`src/common/fetch_pkg.sv`:
```
`default_nettype none

package fetch_pkg;

    //////////////////////////////
    // virtual side
    //////////////////////////////

    localparam int VADDR_W    = 32;                    // byte address from init
    localparam int LINE_OFF_W = 4;                     // 16 byte lines
    localparam int FIP_W      = VADDR_W - LINE_OFF_W;  // line address
    localparam int LINE_W     = 128;

    localparam int PAGE_OFF_W = 12;                    // 4k pages
    localparam int PG_LINE_W  = PAGE_OFF_W - LINE_OFF_W; // line number inside a page
    localparam int VPN_W      = 20;

    //////////////////////////////
    // physical side
    //////////////////////////////

    localparam int PFN_W      = 20;
    localparam int PADDR_W    = 15;
    localparam int FRAME_W    = PADDR_W - PAGE_OFF_W;  // frame bits actually backed
    localparam int PLINE_W    = PADDR_W - LINE_OFF_W;

    // direct mapped banks
    localparam int SET_W      = 4;
    localparam int SETS       = 1 << SET_W;
    localparam int TAG_W      = PLINE_W - SET_W;

    // itlb
    localparam int TLB_N      = 8;
    localparam int TLB_IDX_W  = 3;

    typedef logic [FIP_W-1:0]     fip_t;
    typedef logic [LINE_W-1:0]    line_t;
    typedef logic [VPN_W-1:0]     vpn_t;
    typedef logic [PFN_W-1:0]     pfn_t;
    typedef logic [PLINE_W-1:0]   pline_t;
    typedef logic [SET_W-1:0]     set_t;
    typedef logic [TAG_W-1:0]     tag_t;
    typedef logic [TLB_IDX_W-1:0] tlb_idx_t;

endpackage

`default_nettype wire
```
`src/hdl/fip_select.sv`:
```
`default_nettype none
`timescale 1ns/1ns

module fip_select (
    input  wire              clk,
    input  wire              arst_n_i,
    input  wire              init_i,
    input  wire              resteer_i,
    input  wire              bp_taken_i,
    input  wire fetch_pkg::fip_t init_fip_i,
    input  wire fetch_pkg::fip_t wb_fip_i,
    input  wire fetch_pkg::fip_t bp_fip_i,
    input  wire              loaded_i,
    output fetch_pkg::fip_t  fip_o
);

    import fetch_pkg::*;

    fip_t cf_fip;   // winning control-flow target
    fip_t fip_q;    // sequential pointer
    logic is_cf;

    //////////////////////////////
    // control-flow priority
    //////////////////////////////

    assign is_cf = init_i | resteer_i | bp_taken_i;

    always_comb begin
        if (init_i) begin
            cf_fip = init_fip_i;        // init beats everything
        end else if (resteer_i) begin
            cf_fip = wb_fip_i;          // write-back resteer
        end else begin
            cf_fip = bp_fip_i;
        end
    end

    assign fip_o = is_cf ? cf_fip : fip_q;

    //////////////////////////////
    // sequential pointer
    //////////////////////////////

    // next line of this bank is two lines on, the other bank owns the one between
    always_ff @(posedge clk or negedge arst_n_i) begin
        if (!arst_n_i) begin
            fip_q <= '0;
        end else if (loaded_i) begin
            fip_q <= fip_o + fip_t'(2);
        end
    end

endmodule

`default_nettype wire

```
`config.mk`:
```
export PLATFORM = sky130hd
export DESIGN_NAME = fip_select
export DESIGN_NICKNAME = d
export VERILOG_FILES = /design/src/common/fetch_pkg.sv /design/src/hdl/fip_select.sv
export SDC_FILE = /design/constraint.sdc
export NUM_CORES = 1
export LEC_CHECK = 0
export ABC_AREA = 1
export CORE_MARGIN = 2
export CORE_UTILIZATION = 30
export DETAILED_ROUTE_END_ITERATION = 8
export DONT_BUFFER_PORTS = 1
export GPL_TIMING_DRIVEN = 0
export PLACE_DENSITY = 0.41
export SKIP_CTS_REPAIR_TIMING = 1
export SLEW_MARGIN = 15
export SYNTH_ARGS = -nofsm -noshare
export SYNTH_HDL_FRONTEND = slang
export SYNTH_SLANG_ARGS = --single-unit
```
`constraint.sdc`:
```
create_clock -name clk -period 1.8 [get_ports clk]
set_clock_uncertainty 0.2 [all_clocks]
set_input_delay 0.36 -clock clk [delete_from_list [all_inputs] [get_ports clk]]
set_output_delay 0.36 -clock clk [all_outputs]
set_load 0.005 [all_outputs]
```
Yosys cells after proc, flatten, opt, wreduce, memory -nomap -nowiden
Cells that the tools add are included.
Widths: inputs -> output; s select.
{"block": "word_totals", "reg_bits": 28, "inputBits": 90, "output_inout_bits": 28, "wordCells": 7}
{"block": "op_classes", "addsub": 1, "n_mux": 3, "bitwise": 2}
{"op": "$mux 28", "count": 3}
{"op": "$add 28x2->28 const B", "count": 1}
{"op": "$or 1x1->1", "count": 2}

Depth between registers and ports, before layout
Gate-level depths: netlist (run 1).
{"block": "logic_depth", "word_depth": 4, "depth_mapped": 16, "depth_no_buf": 14}

Least setup slack after synthesis (run 1)
OpenSTA, ideal clock, no wires.
{"block": "synth_timing", "path_type": "input -> register", "from": "in resteer_i", "to": "reg fip_q[25]", "setup_ns": 0.118, "t_arrival_ns": 1.967, "required_time_ns": 1.482, "path_slack_ns": -0.485, "path_stages": 14, "path_buffers": 2, "cell_sequence": "buf_4 -> inv_4 -> nand2_4 -> buf_4 -> nor2_1 -> o21bai_2 -> ha_1 -> nand2_1 -> nor2_2 -> nand2_1 -> nor2_2 -> nand3_1 -> nand3_1 -> nand2_1"}
{"block": "synth_between", "elab_chain_cells": 4, "elab_cells_between_ends": 6, "cone_classes": "1 x add/sub; 3 x mux; 2 x bitwise"}
{"item": "from (decl)", "line_no": "fip_select.sv:8", "source": "input wire resteer_i,"}
{"item": "$mux 28 / $or 1x1->1 (equally long branches)", "line_no": "fip_select.sv:32, fip_select.sv:27"}
{"item": "$mux 28 / $or 1x1->1 (equally long branches)", "line_no": "fip_select.sv:30, fip_select.sv:27"}
{"item": "$mux 28 (*)", "line_no": "fip_select.sv:39", "source": "assign fip_o = is_cf ? cf_fip : fip_q;"}
{"item": "named net fip_o[1]", "line_no": "fip_select.sv:14", "source": "output fetch_pkg::fip_t fip_o"}
{"item": "$add 28x2->28 (*)", "line_no": "fip_select.sv:50", "source": "fip_q <= fip_o + fip_t'(2);"}
{"item": "to (signal assigned)", "line_no": "fip_select.sv:50"}
{"item": "to (decl)", "line_no": "fip_select.sv:20", "source": "fip_t fip_q;"}
Mark *: on every way through the listed nets, which the timed path passes. The rest lies on a longest branch.
A chain may end at the register's enable or synchronous reset.

Worst setup path after layout (run 1)
{"block": "layout_timing", "from": "in bp_taken_i", "to": "out fip_o[23]"}
{"block": "layout_between", "elab_chain_cells": 2}
{"item": "from (decl)", "line_no": "fip_select.sv:9", "source": "input wire bp_taken_i,"}
{"item": "$or 1x1->1", "line_no": "fip_select.sv:27", "source": "assign is_cf = init_i | resteer_i | bp_taken_i;"}
{"item": "$mux 28", "line_no": "fip_select.sv:39"}
{"item": "to (decl)", "line_no": "fip_select.sv:14"}
No other way between the ends.

==> results of run 1 <==
[metrics by stage]
stage | TNS [ps] | cells | util, %
after detailed placement | -12550 | 735 | 33.3
after global routing | -5920 | 763 | 40.3
after global placement | -12570 | 735 | 33.3
final | -2900 | 763 | 40.3
after floorplan | -3060 | 595 | -
after CTS | -5340 | 739 | 33.8
[placed cells by master (no fill, tap or decap), drive strengths merged, types with 2 or more instances in the layout]
cell type and count:
nand2 260, a31oi 3, a21oi 11, nand4 3, nor2 85, clkbuf 12, inv 62, nand3 67
o31ai 2, dfrtp 28, a21boi 5, o21ai 19, or2 19, buf 37
[worst paths after layout]
| path | endpoint | cells after the start |
|---|---|---|
| max | fip_o[23] | 7 |
| min | fip_q[4] | 2 |
| max reg2reg | fip_q[13] | 10 |
| min reg2reg | fip_q[23] | 2 |
| max in group asynchronous | fip_q[22] | 2 |
| min in group asynchronous | fip_q[11] | 2 |
[synthesized netlist by cell type (all sizes together)]
library cell / instances / share of area [%]
o21bai: 1 / 0.34
xnor2: 1 / 0.27
a21oi: 11 / 2.0
nand4: 3 / 0.57
nor2: 85 / 11
o21ai: 19 / 3.4
a31oi: 3 / 0.57
a21boi: 5 / 1.1
o211ai: 1 / 0.23
ha: 1 / 0.38
o21a: 1 / 0.23
clkbuf: 5 / 0.57
or2: 19 / 3.6
inv: 63 / 7.4
o31ai: 2 / 0.46
a22oi: 1 / 0.23
nand2: 259 / 31
xor2: 1 / 0.27
dfrtp: 28 / 21
nand3: 67 / 10
nor3: 1 / 0.31
buf: 18 / 4.3
[per-layer routing]
| metal | track usage, % | vias to the layer above | routed length, µm |
|---|---|---|---|
| met3 | 3.44 | 7 | 754 |
| met5 | 0 | - | 0 |
| li1 | - | 1894 | - |
| met4 | 3.02 | 0 | 85 |
| met1 | 31.2 | 1713 | 6300 |
| met2 | 33.2 | 84 | 5590 |
[cell families after synthesis]
family	Yosys count	share of synthesized area, %
DFF	28	21.4
adders and majority gates	1	0.382
buffers and inverters	86	12.2
xor gates and xnor gates	2	0.535
and+or+nand+nor	434	56.9
AOI/OAI and AO/OA	44	8.60
[layout make-up]
type | count | area [µm²] | area share (%)
Multi-Input combinational cell | 482 | 2670 | 61.6
Timing Repair Buffer | 24 | 240 | 5.54
Inverter | 63 | 264 | 6.09
Tap cell | 140 | 175 | 4.04
Buffer | 22 | 230 | 5.31
Sequential cell | 28 | 701 | 16.2
Clock buffer | 4 | 55.1 | 1.27
[worst max-delay path, delay by kind of cell]
family,cells,cell delay (ps)
and+or+nand+nor,4,690
buffers and inverters,3,380
[power breakdown]
group | leakage [nW] | switching, mW | internal (mW) | total [mW]
clock | 0.0288 | 0.233 | 0.197 | 0.430
combinational | 1.79 | 0.673 | 0.363 | 1.04
sequential | 0.339 | 0.0452 | 0.711 | 0.757
==> impl_metrics.toml, run 1 <==
[placement]
post_dp_cell_area_um2 = 3570
portBuffers = 0
dp_hpwl_mm = 9.99
place_ws_ps = -618
gp_congestion = 0.903

[global_route]
grt_pass1_vias = 3512
grt_max_degree = 29
grt_antenna_before_repair = 0
gr-total-overflow = 0
grt_first_pass_wirelength_mm = 19.2
grt_usage_pct = 21.2

[yosys]
avgSynthCellArea_um2 = 5.50
ys_seq_area_share_pct = 21.4
ys_ff_latch = 28
synth_cell_types = 36
synthCells = 595
netlist_area_um2 = 3270
synth_warnings = 0
syn_nets = 686

[clock_network]
insertion_delay_ps = 290
cts_max_level = 1
cts_made_buffers = 3
cts_buffer_depth = 2
clock_sinks = 28
clkTransAtPathRegs_ps = 110
cts_tree = "built"
cts-root-buf = "clkbuf_8"

[worst_setup_path]
crit_top_cell = "buf_12"
crit_path_start = "bp_taken_i"
rrSetupSlack_ps = -120
path_cells = "nor2_4 > nand2_8 > buf_12 > buf_12 > or2_2 > nand2_2 > inv_1"
worstPathArrival_ps = 1440
crit_path_start_kind = "input pin"
worstPathRequired_ps = 1240
worstSetupEndpointType = "primary output"
rr_startpoint = "fip_q[1]"
cp_max_fo = 7
slowest_stage = "or2_2"
max_stage_delay_ps = 280
crit_type = "in2out"

[finish]
nNetsFinal = 715
final_cell_area_um2 = 4330
area_growth_pct = 32.4
largest_reg_flops = 28
num_antenna_cells = 0
top_register = "fip_q"
reg.largest.list = "fip_q x28"
fill_cells = 1204
layout-drive-gt1-share_pct = 30.7

[floorplan]
die_height_um = 108
die_x_um = 108
die-area_um2 = 11800
num_io_pins = 118
start_util_pct = 30.5
rows = 38
core_um2 = 10700

[timing]
slew_violations = 0
period_share_pct = 111
fmax_mhz = 501
period_minus_slack_ps = 2000
rsz0062_at_grt = "true"
hold_viol = 0
whs_ps = 16.3
setup_ws_ps = -198
setup_viol = 28
slew_headroom_pct = 58.0
worst_slew_pin_slew_ps = 630

[run]
maxCapViolCount = 0

[route]
drc_errors = 0
drt_iter0_markers = 284
dr_total_vias = 3698
viasPerCell = 4.85
ant_nets = 0
detail_route.wl_per_cell_um = 16.7
totalWireLength_mm = 12.7
drt_pre_antenna_iters = 4

[outcome]
failed_checks = "setup timing"
outcome = "finished, violations left"

[power_and_ir_drop]
total_power_mw = 2.22
total_leakage_power_nw = 2.15
power_density_nw_per_um2 = 513
worst_ir_drop_vdd_mv = 0.287

[hold_path]
holdCritPathClass = "in2reg"
min-delay-start = "loaded_i"
No activity file was read; power rests on OpenSTA's default activity.
==> run 2: changes to the inputs <==
- RECOVER_POWER: not set -> 100
==> run 2 against run 1 <==
The flow still finishes with violations (setup timing). Utilization down 0.21 points. Global-route usage unchanged. Die area unchanged. Sequential power about the same. Fmax about the same. Largest power group unchanged. Clock power about the same. Non-clock buffer count unchanged. Sequential share of layout area up 0.084 points. Flip-flop and latch count unchanged.
==> impl_metrics.toml, run 2 (synthesis results as in run 1) <==
[worst_setup_path]
rrSetupSlack_ps = -120
crit_top_cell = "buf_12"
crit_path_start_kind = "input pin"
max_stage_delay_ps = 280
crit_type = "in2out"
worstSetupEndpointType = "primary output"
slowest_stage = "or2_2"
worstPathArrival_ps = 1440
cp_num_buf_inv = 3
crit_family = "simple AND/OR/NAND/NOR gates"
path_cells = "nor2_4 > nand2_8 > buf_12 > buf_12 > or2_2 > nand2_2 > inv_1"
worstPathRequired_ps = 1240
cp_max_fo = 7

[finish]
area_growth_pct = 31.7
num_antenna_cells = 0
multiInputGateArea_um2 = 2660
ff_latch_area_um2 = 701
layout-drive-gt1-share_pct = 30.3
largest_reg_flops = 28
final_common_cell = "nand2_1"
reg.largest.list = "fip_q x28"
top_register = "fip_q"
nNetsFinal = 715
mostFrequentLayoutCells = "209 x nand2_1, 52 x inv_1, 51 x nand3_1"
fill_cells = 1207
layout.cells.non_filler = 763

[global_route]
grt_antenna_before_repair = 0
grt_usage_pct = 21.2
grt_first_pass_wirelength_mm = 19.2
gr-total-overflow = 0
grt_pass1_vias = 3512
grt_max_degree = 29

[timing]
period_share_pct = 111
fmax_mhz = 501
rsz0062_at_grt = "true"
setup_viol = 30
timing.setup.tns_ps = -3280
slew_violations = 0
setup_ws_ps = -198
whs_ps = 16.1
worst_slew_pin_slew_ps = 806
hold_viol = 0
period_minus_slack_ps = 2000
slew_headroom_pct = 46.2

[placement]
portBuffers = 0
gp_congestion = 0.903
placed_cells = 735
dp_hpwl_mm = 9.99
place_ws_ps = -618

[floorplan]
die_x_um = 108
num_io_pins = 118
start_util_pct = 30.5
core_um2 = 10700
die-area_um2 = 11800
rows = 38
die_height_um = 108

[route]
ant_nets = 0
detail_route.wl_per_cell_um = 16.6
viasPerCell = 4.85
drt_iter0_markers = 289
drt_pre_antenna_iters = 4
drc_errors = 0
dr_total_vias = 3701
totalWireLength_mm = 12.7

[power_and_ir_drop]
total_leakage_power_nw = 2.15
worst_ir_drop_vdd_mv = 0.287
total_power_mw = 2.21
power_density_nw_per_um2 = 512

[clock_network]
cts_made_buffers = 3
clkTransAtPathRegs_ps = 110
cts_max_level = 1
insertion_delay_ps = 290
cts_buffer_depth = 2
cts_tree = "built"
clock_sinks = 28
cts-root-buf = "clkbuf_8"

[outcome]
outcome = "finished, violations left"
failed_checks = "setup timing"

[hold_path]
holdCritPathClass = "in2reg"

[run]
maxCapViolCount = 0
-- run 2: changes by cell type in the layout (fill, tap and decap cells not counted) --
cell	delta
clkbuf_2	+1
nand2_1	+1
buf_12	-1
a22oi_1	+1
nand2_2	-1
a22oi_2	-1
-- run 2: cell type report --
type | instances | area share, %
Tap cell | 140 | 4.06
Timing Repair Buffer | 24 | 5.22
Buffer | 22 | 5.34
Sequential cell | 28 | 16.3
Inverter | 63 | 6.12
Clock buffer | 4 | 1.28
Multi-Input combinational cell | 482 | 61.7
-- run 2: worst register-to-register path, cell delays in order, from the launching register on --
cell and delay, ps:
dfrtp_1 360, inv_1 80, nor2_4 110, o21bai_4 160, ha_4 180, nand2_4 80
nor3_4 230, nand2_1 150, o21ai_1 140, nand3_1 80, nand2_1 90
-- run 2: metal layers --
metal,global-route usage [%],vias to the layer above,share of wire (%)
met5,0,-,0
met4,3.02,0,0.65
met3,3.44,7,5.6
met2,33.2,82,44
met1,31.2,1715,50
li1,-,1897,-
-- run 2: final timing paths --
check                            end        from  cells after the start
max                        fip_o[23]  bp_taken_i                      7
min                         fip_q[4]    loaded_i                      2
max reg2reg                fip_q[13]    fip_q[1]                     10
min reg2reg                fip_q[23]   fip_q[23]                      2
max in group asynchronous  fip_q[17]    arst_n_i                      2
min in group asynchronous   fip_q[0]    arst_n_i                      2
-- run 2: through the flow --
stage	cell area [µm²]	utilization (%)
after detailed placement	3570	33.3
after global routing	4310	40.1
after floorplan	3400	-
after global placement	3570	33.3
final	4310	40.1
after CTS	3630	33.8
-- run 2: power by group --
group / switching [mW] / internal, mW
sequential: 0.0448 / 0.711
combinational: 0.668 / 0.358
clock: 0.231 / 0.197
==> run 3: changes to the inputs <==
- PLACE_DENSITY: 0.41 -> 0.42
==> run 3 against run 2 <==
The flow still finishes with violations (setup timing). Combinational power hardly changed. Sequential power is essentially flat. Clock power is 13% lower. Critical path type is now in2reg. Design area fell by 2.4%. Total power down 3.8%. Highest routed layer unchanged. Utilization shrank 0.97 points. Global-route usage is 0.71 points lower. Sequential share of layout area grew 0.40 points.
==> impl_metrics.toml, run 3 (synthesis results as in run 1) <==
[outcome]
outcome = "finished, violations left"
failed_checks = "setup timing"

[global_route]
grt_first_pass_wirelength_mm = 18.5
gr-total-overflow = 0
grt_pass1_vias = 3412
grt_usage_pct = 20.5
grt_max_degree = 29
grt_antenna_before_repair = 0

[clock_network]
insertion_delay_ps = 280
clock_sinks = 28
clkTransAtPathRegs_ps = 110
cts_made_buffers = 3
cts_tree = "built"
cts-root-buf = "clkbuf_8"
cts_max_level = 1
cts_buffer_depth = 2

[floorplan]
die_x_um = 108
num_io_pins = 118
die-area_um2 = 11800
rows = 38
core_um2 = 10700
die_height_um = 108
start_util_pct = 30.5

[finish]
top_register = "fip_q"
layout-drive-gt1-share_pct = 26.2
nNetsFinal = 707
final_util_pct = 39.2
largest_reg_flops = 28
num_antenna_cells = 0
final_common_cell = "nand2_1"
area_growth_pct = 28.5
reg.largest.list = "fip_q x28"
mostFrequentLayoutCells = "219 x nand2_1, 54 x nor2_1, 54 x nand3_1"

[timing]
rsz0062_at_grt = "true"
period_share_pct = 111
setup_ws_ps = -204
worst_slew_pin_slew_ps = 789
setup_viol = 26
timing.setup.tns_ps = -3450
slew_violations = 0
hold_viol = 0
whs_ps = 23.2
period_minus_slack_ps = 2000
fmax_mhz = 499
slew_headroom_pct = 47.4

[route]
dr_total_vias = 3691
drc_errors = 0
totalWireLength_mm = 12.5
detail_route.wl_per_cell_um = 16.6
drt_pre_antenna_iters = 4
ant_nets = 0
drt_iter0_markers = 214
viasPerCell = 4.90

[worst_setup_path]
worstSetupEndpointType = "flop"
rr_startpoint = "fip_q[1]"
crit_type = "in2reg"
crit_path_start = "resteer_i"
crit_path_start_kind = "input pin"
reg2reg_depth = 10
worstPathArrival_ps = 2030
cp_max_fo = 10
worstPathRequired_ps = 1820

[hold_path]
holdCritPathClass = "in2reg"
min-delay-start = "loaded_i"
hold_depth = 2

[placement]
gp_congestion = 0.873
dp_hpwl_mm = 9.89
place_ws_ps = -603
portBuffers = 0

[run]
maxCapViolCount = 0

[power_and_ir_drop]
total_power_mw = 2.12
total_leakage_power_nw = 2.07
power_density_nw_per_um2 = 505
worst_ir_drop_vdd_mv = 0.305
-- run 3: changes by cell type in the layout (fill, tap and decap cells not counted), moves of 4 or more --
cell     delta
nor2_1      +4
nand2_1    +10
nand2_2     -9
nor2_4      -4
buf_4      -11
-- run 3: worst max-delay path: stages --
cell	delay, ps
buf_12	100
clkbuf_4	210
nand2_1	70
nand3_1	90
nand3_1	170
nand2_2	170
nand2_1	100
nor2_1	210
nand2_2	150
nor2_4	140
nand2_1	60
nand2_1	50
nand3_1	70
nand2_1	90
-- run 3: layer usage --
layer	global-route usage [%]	routed length, µm
met1	28.3	5690
met2	32.8	5520
met3	4.16	1160
met4	4.67	179
met5	0	0
-- run 3: per-stage QoR --
stage / cells / area [µm²]
floorplan: 595 / 3400
global placement: 735 / 3570
detailed placement: 735 / 3570
CTS: 738 / 3610
global route: 754 / 4210
finish: 754 / 4210
-- run 3: layout make-up --
cell class	instances	area, µm²
flip-flops and latches	28	701
clock buffers	3	41.3
fillers	1194	6540
multi-input cells	481	2580
well taps	140	175
inverters	63	264
repair buffers	16	218
plain buffers	23	230
-- run 3: final timing paths --
path	end	slack (ps)
min in group asynchronous	fip_q[22]	510
worst max register to register	fip_q[13]	-110
worst max-delay path	fip_q[25]	-200
worst min register to register	fip_q[27]	290
worst min-delay path	fip_q[4]	20
max in group asynchronous	fip_q[21]	390
-- run 3: report_power, final --
group / switching (mW) / total, mW / internal (mW) / leakage [nW]
Sequential: 0.0441 / 0.756 / 0.711 / 0.339
Combinational: 0.649 / 0.997 / 0.349 / 1.71
Clock: 0.220 / 0.372 / 0.151 / 0.0216
